File: src/verilog/dpPkg.sv
package dpPkg;

  localparam int WORD_W    = 32;
  localparam int REG_COUNT = 16;
  localparam int SEL_W     = 5;
  localparam int SRC_COUNT = 24;  // sources actually wired onto the bus

  // unlisted codes fall through to a zero result
  typedef enum logic [4:0] {
    OP_ADD  = 5'd0,
    OP_SUB  = 5'd1,
    OP_AND  = 5'd2,
    OP_OR   = 5'd3,
    OP_SHR  = 5'd4,
    OP_SHRA = 5'd5,
    OP_SHL  = 5'd6,
    OP_ROR  = 5'd7,
    OP_ROL  = 5'd8,
    OP_MUL  = 5'd9,
    OP_DIV  = 5'd10,
    OP_NEG  = 5'd11,
    OP_NOT  = 5'd12
  } aluOp_t;

  typedef enum logic [SEL_W-1:0] {
    SRC_R[16],     // R0..R15 at 0..15
    SRC_HI,
    SRC_LO,
    SRC_ZHIGH,
    SRC_ZLOW,
    SRC_PC,
    SRC_MDR,
    SRC_INPORT,
    SRC_CIMM
  } busSrc_t;

  typedef struct packed {
    logic signed [WORD_W-1:0] remainder;  // upper word
    logic signed [WORD_W-1:0] quotient;   // lower word
  } divResult_t;

  typedef union packed {
    logic signed [2*WORD_W-1:0] product;
    divResult_t                 div;
  } zResult_t;

endpackage
File: src/verilog/busMux.sv
module busMux (
  input  logic [dpPkg::SRC_COUNT-1:0]                     srcOut,
  input  logic [dpPkg::SRC_COUNT-1:0][dpPkg::WORD_W-1:0] srcVal,
  output logic [dpPkg::WORD_W-1:0]                        busOut
);
  import dpPkg::*;

  busSrc_t sel;     // encoded source
  logic    anyOut;  // some strobe is set

  // priority encoder, later (higher) index overwrites earlier ones
  always_comb begin
    sel = SRC_R0;
    anyOut = 1'b0;
    for (int i = 0; i < SRC_COUNT; i++) begin
      if (srcOut[i]) begin
        sel = busSrc_t'(i);
        anyOut = 1'b1;
      end
    end
  end

  // idle bus reads zero
  assign busOut = anyOut ? srcVal[sel] : '0;

endmodule

File: config.mk
export PLATFORM = sky130hd
export DESIGN_NAME = busMux
export DESIGN_NICKNAME = d
export VERILOG_FILES = /design/src/verilog/dpPkg.sv /design/src/verilog/busMux.sv
export SDC_FILE = /design/constraint.sdc
export NUM_CORES = 1
export LEC_CHECK = 0
export ABC_AREA = 1
export BUFFER_PORTS_ARGS = -buffer_cell sky130_fd_sc_hd__buf_2
export CORE_AREA = 8 8 310 312
export DETAILED_ROUTE_END_ITERATION = 7
export DIE_AREA = 0 0 318 320
export GPL_ROUTABILITY_DRIVEN = 0
export PLACE_DENSITY_LB_ADDON = 0.12
export SLEW_MARGIN = 10
export SYNTH_ARGS = -nofsm -noshare
export SYNTH_HDL_FRONTEND = slang
export SYNTH_SLANG_ARGS = --single-unit
File: constraint.sdc
create_clock -name vclk -period 3.3
set_input_delay 0.495 -clock vclk [all_inputs]
set_output_delay 0.495 -clock vclk [all_outputs]
set_load 0.005 [all_outputs]
After elaboration in Yosys (flattened, before gate mapping)
Cells that the tools add are included.
{"block": "totals", "in_bits": 792, "reg_bits": 0, "word_cells": 51, "out_inout_bits": 32}
{"block": "classes", "n_lt_le_gt_ge": 1, "mux": 50}
{"op": "$bmux 32 s5", "count": 1}
{"op": "$mux 5", "count": 22}
{"op": "$mux 32", "count": 2}
{"op": "$mux 1", "count": 25}
{"op": "$lt 5x6->1 const B", "count": 1}

Longest topological paths before layout
{"block": "depth", "depth_word": 26, "mapped_depth": 32, "ltp_nobuf": 32}

Least setup slack after synthesis
Ideal clock, no wire load.
{"block": "synth_timing", "path_kind": "input port to output port", "from": "in srcOut[2] (netlist bit)", "to": "out busOut[10] (netlist bit)", "cell_stages": 31, "path_buffers": 2, "setup_slack_ns": 0.473, "required_time_ns": 2.805, "arrival_time_ns": 2.332, "cell_sequence": "inv_1 nand2_1 nand2_1 nand2_1 nand2_1 nand2_1 nand2_1 nand2_1 nand2_1 nand2_1 nand2_1 nand2_1 nand2_1 nand2_1 nand2_1 nand2_1 nand2_1 nand2_1 nand2_1 nand2_1 nand2_2 nand2_4 nand2_8 buf_6 buf_2 nand2_1 nand3_1 nand3_1 nand3_1 nand2_1 a21oi_1"}
{"block": "synth_via", "elab_chain_cells": 25, "elab_cells_between_ends": 47, "classes_between": "mux (47)"}
{"item": "start: declaration", "line": "busMux.sv:2", "rtl": "input logic [dpPkg::SRC_COUNT-1:0] srcOut,"}
{"item": "$mux 5 (22 in a row)", "line": "busMux.sv:16", "rtl": "if (srcOut[i]) begin"}
{"item": "$bmux 32 s5", "line": "busMux.sv:24", "rtl": "assign busOut = anyOut ? srcVal[sel] : '0;"}
{"item": "$mux 32 (not written as such)", "line": "busMux.sv:24"}
{"item": "$mux 32 *", "line": "busMux.sv:24"}
{"item": "end: declaration", "line": "busMux.sv:4", "rtl": "output logic [dpPkg::WORD_W-1:0] busOut"}
Every way passes the cells marked *; elsewhere a longest branch is shown, timed or not. The select of a mux whose other input is x is not followed.

Worst setup path in the final report
Same ends and word-level chain as after synthesis.

==> flow_summary.ini <==
[finish]
stdcell_count = 3910
final_nets = 3485
syn_to_final_growth_pct = 110.3
most-common-layout-cells = nand3_1, buf_2, nand2_1, nand3_2, buf_4
flops_and_latches = 0
fillers = 10910
seqCellArea_um2 = 0
layout-drive-gt1-share = 0.4991
clockBufferCount = 0
final_common_cell = nand3_1
final_core_util = 0.1980

[global_route]
grt_max_degree = 94
grt-busiest-layer = met2
use_met2 = 0.3359
grt_pass1_vias = 17980
grt_use_total = 0.1853
use_met1 = 0.2262
overflow = 0
antenna_found_initial = 61
grt_pass1_wl_um = 138400
use_met3 = 0.04016

[synthesis]
syn_inst = 1822
yosysWarnings = 0
yosys.cell_types.count = 21
syn_area_per_cell_um2 = 4.701
synth_nets = 2614
netlist_area_um2 = 8564
seq_area_frac_synth = 0

[cts]
cts_hold_buf = 0

[timing]
slew_violations = 0
fin_crit_sh = 1.133
max_freq_mhz = 267.5
fin_crit_ns = 3.738
rsz0062_at_grt = true
whs_ns = 1.580
setup_slack_ns = -0.4378
setup_viol = 32
final_hold_viol_count = 0
maxSlewHeadroom = 0.6273
tightest_slew_ns = 0.5590

[setup_path]
arrival_ns = 3.24
cpPeakStageDelay_ns = 0.20
cp_max_fo = 25
worst_ep_required_time_ns = 2.80
start_kind = input port
crit_top_cell = nand2_1
cpMaxStageDelayCell = buf_16
crit_type = input port to primary output
endpoint_kind = primary output

[placed_design]
place_inst = 3843
io_buffer_count = 824
place_hpwl_um = 84850

[detailed_routing]
dr.pass1.iters = 5
post_drt_via_cell_ratio = 4.292
drt_wl_total_um = 101300
ant_nets = 0
drt_iter0_markers = 1138
route.vias.total = 16780
post_drt_wl_per_cell_um = 25.91
drc_errors = 0

[pwr]
ir_drop_uv = 33.07
leakage_nw = 9.106
powerDensity_nw_per_um2 = 149.7

[die]
initial_core_util = 0.09415
ios = 824
core_um2 = 90970
row_count = 111
die_area_um2 = 101800
die_h_um = 320
fp.dieW_um = 318

[run_status]
status = finished with violations
violations = negative setup slack

[run]
cap_violations = 0

[worst_hold_path]
min_path_type = input port to primary output
metal layers:
metal  up-vias  share of wire
li1       8122              -
met1      7921           0.41
met2       629           0.50
met3        86          0.065
met4        24          0.015
met5         -         0.0016
stage by stage:
step / total power, W / setup slack, ns / TNS, ns / area, um2
global placement: 0.002362 / -1.005 / -24.31 / 15600
detailed placement: 0.002356 / -0.8813 / -20.21 / 15600
finish: 0.002697 / -0.4378 / -12.23 / 18010
CTS: 0.002660 / -0.5345 / -14.88 / 17270
floorplan: 0.001004 / 0.4733 / 0 / 8564
global route: 0.002957 / -0.7213 / -21.22 / 17990
critical path: cells and delay by family:
kind	cells	cell delay (ns)
AND/OR/NAND/NOR	27	1.79
buffers and inverters	6	0.76
AO/OA/AOI/OAI	1	0.19
repair_timing:
item	4_1_cts	5_1_grt
gates resized for setup	276	102
setup buffers	15	9
hold endpoints to repair	0	0
pin swaps	49	31
setup endpoints to repair	32	32
cloned	11	5
cell usage after synthesis, types with 5 or more instances:
| cell | n | area [um2] |
|---|---|---|
| a21oi_2 | 18 | 157.7 |
| buf_2 | 49 | 245.2 |
| buf_1 | 13 | 48.80 |
| nand3_1 | 1022 | 5115 |
| buf_4 | 22 | 165.2 |
| nor4_1 | 5 | 31.28 |
| inv_1 | 37 | 138.9 |
| a21oi_1 | 15 | 75.07 |
| nand3b_1 | 6 | 45.04 |
| clkbuf_1 | 97 | 364.1 |
| buf_6 | 17 | 191.4 |
| nand2_1 | 509 | 1911 |
where the power goes:
group	internal, W	leakage, nW	switching (W)
clock	0.00000000145	0.000209	0
sequential	0	0	0
combinational	0.00120	9.11	0.00149
final timing paths:
kind / startpoint / to / slack, ns / depth (start not counted)
setup / recovery: srcOut[2] / busOut[10] / -0.44 / 34
hold / removal: srcVal[551] / busOut[7] / 1.58 / 8
cell type report:
cell class	instances	area, um2	area share
diodes	33	82.58	0.004584
inverters	41	173.9	0.009654
multi-input cells	1584	8877	0.4928
well taps	1186	1484	0.08237
repair buffers	1066	7397	0.4106
cells by family after synthesis:
kind of cell / share of synthesized area
and+or+nand+nor: 0.8358
buffers and inverters: 0.1364
AOI/OAI and AO/OA: 0.02776
(Power assumes the default switching activity.)
