[src/verilog/dpPkg.sv]
package dpPkg;

  localparam int WORD_W    = 32;
  localparam int REG_COUNT = 16;
  localparam int SEL_W     = 5;
  localparam int SRC_COUNT = 24;  // sources actually wired onto the bus

  // unlisted codes fall through to a zero result
  typedef enum logic [4:0] {
    OP_ADD  = 5'd0,
    OP_SUB  = 5'd1,
    OP_AND  = 5'd2,
    OP_OR   = 5'd3,
    OP_SHR  = 5'd4,
    OP_SHRA = 5'd5,
    OP_SHL  = 5'd6,
    OP_ROR  = 5'd7,
    OP_ROL  = 5'd8,
    OP_MUL  = 5'd9,
    OP_DIV  = 5'd10,
    OP_NEG  = 5'd11,
    OP_NOT  = 5'd12
  } aluOp_t;

  typedef enum logic [SEL_W-1:0] {
    SRC_R[16],     // R0..R15 at 0..15
    SRC_HI,
    SRC_LO,
    SRC_ZHIGH,
    SRC_ZLOW,
    SRC_PC,
    SRC_MDR,
    SRC_INPORT,
    SRC_CIMM
  } busSrc_t;

  typedef struct packed {
    logic signed [WORD_W-1:0] remainder;  // upper word
    logic signed [WORD_W-1:0] quotient;   // lower word
  } divResult_t;

  typedef union packed {
    logic signed [2*WORD_W-1:0] product;
    divResult_t                 div;
  } zResult_t;

endpackage
[src/verilog/registerFile.sv]
module registerFile (
  input  logic                                            clock,
  input  logic                                            rst,
  input  logic [dpPkg::REG_COUNT-1:0]                     regIn,
  input  logic                                            jalR15,
  input  logic                                            baOut,
  input  logic [dpPkg::WORD_W-1:0]                        busIn,
  output logic [dpPkg::REG_COUNT-1:0][dpPkg::WORD_W-1:0] regVal
);
  import dpPkg::*;

  logic [REG_COUNT-1:0][WORD_W-1:0] regQ;
  logic [REG_COUNT-1:0]             loadEn;

  // jal writes the return address into R15
  always_comb begin
    loadEn = regIn;
    loadEn[REG_COUNT-1] = regIn[REG_COUNT-1] | jalR15;
  end

  always_ff @(posedge clock) begin
    if (rst) begin
      regQ <= '0;
    end else begin
      for (int i = 0; i < REG_COUNT; i++) begin
        if (loadEn[i]) begin
          regQ[i] <= busIn;  // every strobed register takes the bus
        end
      end
    end
  end

  // base address zero: R0 looks empty on the bus, contents are kept
  always_comb begin
    regVal = regQ;
    if (baOut) begin
      regVal[0] = '0;
    end
  end

endmodule

[config.mk]
export PLATFORM = sky130hd
export DESIGN_NAME = registerFile
export DESIGN_NICKNAME = d
export VERILOG_FILES = /design/src/verilog/dpPkg.sv /design/src/verilog/registerFile.sv
export SDC_FILE = /design/constraint.sdc
export NUM_CORES = 1
export LEC_CHECK = 0
export BUFFER_PORTS_ARGS = -buffer_cell sky130_fd_sc_hd__buf_2
export CELL_PAD_IN_SITES_DETAIL_PLACEMENT = 2
export CELL_PAD_IN_SITES_GLOBAL_PLACEMENT = 2
export CORE_MARGIN = 3
export CORE_UTILIZATION = 35
export DETAILED_ROUTE_END_ITERATION = 10
export HOLD_SLACK_MARGIN = 0.02
export PLACE_DENSITY = 0.95
export SYNTH_ARGS = -nofsm -noshare
export SYNTH_HDL_FRONTEND = slang
export SYNTH_SLANG_ARGS = --single-unit
[constraint.sdc]
create_clock -name clock -period 2.4 [get_ports clock]
set_input_delay 0.36 -clock clock [delete_from_list [all_inputs] [get_ports clock]]
set_output_delay 0.36 -clock clock [all_outputs]
set_load 0.02 [all_outputs]
After elaboration in Yosys (flattened, before gate mapping)
Cells that the tools add are included.

word-level totals
  register bits after elaboration = 512
  bits of input ports = 52
  output and inout port bits = 512

cells by class
  multiplexer cells = 1
  bitwise logic cells = 1

operator list
  cell               count
  32-bit 2-to-1 mux  1
  1-bit OR           1

Depth between registers and ports, before layout
  depth after elaboration = 1
  gate-level depth with buffers = 4
  depth with buffers taken out = 2

Worst setup path after synthesis
OpenSTA, ideal clock, no wires.

  kind = in2out
  start = in baOut
  end = out regVal[0] (netlist name)
  data arrival time = 0.873 ns
  path slack = 1.167 ns
  stages on the path = 2
  cell sequence = clkbuf_1 > nor2b_1

RTL lines
  element             RTL line           source
  start: declaration  registerFile.sv:6  input logic baOut,
  end: declaration    registerFile.sv:8  output logic [dpPkg::REG_COUNT-1:0][dpPkg::WORD_W-1:0] regVal

==> flow_metrics.env <==
export IMPL_hold_class="in2reg"
export IMPL_die_w_um=257
export IMPL_placed_cells=3045
export IMPL_clock_sinks=512
export IMPL_p_sw_share_pct=28.5
export IMPL_cts_root_buf="clkbuf_16"
export IMPL_antennaDiodeCount=0
export IMPL_syn_avg_cell_area_um2=9.84
export IMPL_grt_first_pass_wirelength_um=127000
export IMPL_layout_drive_gt1_share_pct=30.4
export IMPL_dr_first_iter_drc_count=861
export IMPL_core_um2=62100
export IMPL_clk_path_buf_depth=3
export IMPL_crit_buf_inv=1
export IMPL_seq_area_um2=10200
export IMPL_utilization_pct=38.7
export IMPL_slowest_delay_ns=0.41
export IMPL_clock_latency_ns=0.59
export IMPL_p_total_mw=21.8
export IMPL_intPower_mw=15.6
export IMPL_vias_per_cell=4.99
export IMPL_synth_xor_xnor_area_share_pct=0
export IMPL_yosys_warnings=0
export IMPL_dr_pass1_iters=5
export IMPL_drt_total_wl_um=87800
export IMPL_hpwl_um=57900
export IMPL_endpoint_kind="output port"
export IMPL_synth_area_um2=22100
export IMPL_cts_tree="done"
export IMPL_synthCells=2246
export IMPL_power_density_nw_per_um2=909
export IMPL_peakVddDrop_v=0.000638
export IMPL_stdcell_count=3148
export IMPL_row_count=91
export IMPL_seq_area_frac_synth_pct=46.4
export IMPL_synth_seq_cells=512
export IMPL_multi_input_area_um2=7410
export IMPL_port_buffers=563
export IMPL_cts_buffers=57
export IMPL_io_pins=564
export IMPL_syn_to_final_growth_pct=8.71
export IMPL_track_usage_pct=25.6
export IMPL_cts_hold_fix_buffers=0
export IMPL_dieArea_um2=66200
export IMPL_rsz0062_at_grt="no"
export IMPL_path_class="reg2out"
export IMPL_wl_per_cell_um=27.9
export IMPL_cts_resized=0
export IMPL_grt_pass1_vias=18049
export IMPL_slew_viol_final=0
export IMPL_critPathRequiredTime_ns=2.04
export IMPL_worstPathArrival_ns=1.43
export IMPL_synth_distinct_cells=11
export IMPL_cp_slowest_cell="dfxtp_1"
export IMPL_start_util_pct=35.6
export IMPL_gp_congestion=0.788
export IMPL_p_leak_nw=12.2
export IMPL_crit_family="flip-flops"
export IMPL_synth_top_family_by_area="multiplexers"
export IMPL_gr_total_overflow=0
export IMPL_cp_max_fo=2
export IMPL_worst_slew_pin_slew_ns=1.10
export IMPL_dpl_cell_area_um2=22000
export IMPL_synth_area_mux_share_pct=21.7
export IMPL_htreeDepth=2
export IMPL_vias=15707
export IMPL_final_setup_tns_ns=0
export IMPL_crit_chain="nor2b_1 -> buf_2"
export IMPL_die_h_um=257
export IMPL_ant_nets=0
export IMPL_final_area_um2=24000
export IMPL_status="completed"
export IMPL_combPwrFrac_pct=13.9
export IMPL_power_frac_seq_pct=42.9
export IMPL_synth_fa_ha_area_share_pct=0
export IMPL_antenna_found_initial=3
export IMPL_fin_crit_sh_pct=74.6
export IMPL_synth_compound_area_share_pct=1.45
export IMPL_fin_nets=2319
export IMPL_drv_cap=0
export IMPL_power_share_clock_pct=43.2
export IMPL_grt_max_degree=83
export IMPL_fmax_mhz=558
export IMPL_slew_headroom_pct=26.8
export IMPL_post_cts_buffers=0
export IMPL_fin_skew_ns=0
export IMPL_p_sw_mw=6.21
export IMPL_hold_viol=0
export IMPL_synthSimpleGateAreaFrac_pct=10.3
export IMPL_drc=0
export IMPL_period_needed_ns=1.79
export IMPL_report_final_setup_viol=0
export IMPL_synthesis_nets=2298
export IMPL_path_clk_slew_ns=0.06
export IMPL_crit_path_start_kind="register"
export IMPL_fill_cells=6620
==> power by group through the flow <==
stage | sequential (mW) | combinational [mW] | clock [mW]
3_3_place_gp | 9.45 | 2.79 | 0
4_1_cts | 9.35 | 3.05 | 9.65
2_1_floorplan | 9.38 | 2.45 | 0
3_5_place_dp | 9.50 | 2.97 | 0
6_report | 9.36 | 3.04 | 9.43
5_1_grt | 9.40 | 3.19 | 9.99
==> final cells by class <==
type	count	share of cell area (%)
clock buffers	76	6.69
clock inverters	27	1.59
multi-input cells	1088	30.8
flip-flops and latches	512	42.7
well taps	837	4.36
repair buffers	608	13.9
==> registers in the layout, indices dropped and copies added (netlist names) <==
| signal | cells |
|---|---|
| regQ | 32 |
| regVal | 480 |
==> synthesized netlist by cell type <==
master	number	area, um^2
dfxtp_1	512	10200
buf_4	495	3720
mux2i_1	480	4800
nor2_1	480	1800
buf_2	96	480
clkbuf_1	50	188
a21oi_1	32	160
nor2b_1	32	200
o21ai_1	32	160
or3b_1	32	280
buf_6	5	56.3
==> per-layer routing <==
layer  vias to the layer above  global-route usage (%)  wire (um)
met1                      7949                    27.5      32600
met3                       257                    5.13       5010
met5                         -                       0          0
met4                         0                    14.7       5370
met2                       679                    46.6      44800
li1                       6822                       -          -
==> worst paths after layout <==
kind / startpoint / to / slack (ns) / depth (start not counted)
min: rst / regVal[394] / 0.26 / 2
max reg2reg: regVal[505] / regVal[505] / 1.40 / 2
min reg2reg: regVal[400] / regVal[400] / 0.50 / 2
max: regQ[3] / regVal[3] / 0.61 / 2
==> cell families after synthesis <==
family | after synthesis
compound gates | 64
mux | 480
buf+inv | 646
simple gates | 544
flops | 512
==> stage by stage <==
stage / hold slack [ns] / worst slack, ns
after detailed placement: 0.483 / 0.660
after global routing: 0.248 / 0.581
final: 0.260 / 0.609
after CTS: 0.228 / 0.584
after floorplan: 0.452 / 1.17
after global placement: 0.466 / 0.827
==> worst reg2reg max path: cells and delay by family (launching register included) <==
family           cells  cell delay, ns
AND/OR/NAND/NOR      1            0.38
flip-flops           1            0.33
AO/OA/AOI/OAI        1            0.20
==> layout by cell type (no fill, tap or decap) <==
cell type,count
bufinv_16,9
clkbuf_1,8
o21ai_1,32
a21oi_1,32
nor2_1,480
inv_6,1
clkbuf_8,11
clkinvlp_4,4
clkinv_2,11
clkinv_4,2
or3b_1,32
buf_2,562
buf_8,1
buf_4,32
clkbuf_16,57
buf_12,13
nor2b_1,32
mux2i_1,480
dfxtp_1,512
No activity file was read; power rests on OpenSTA's default activity.
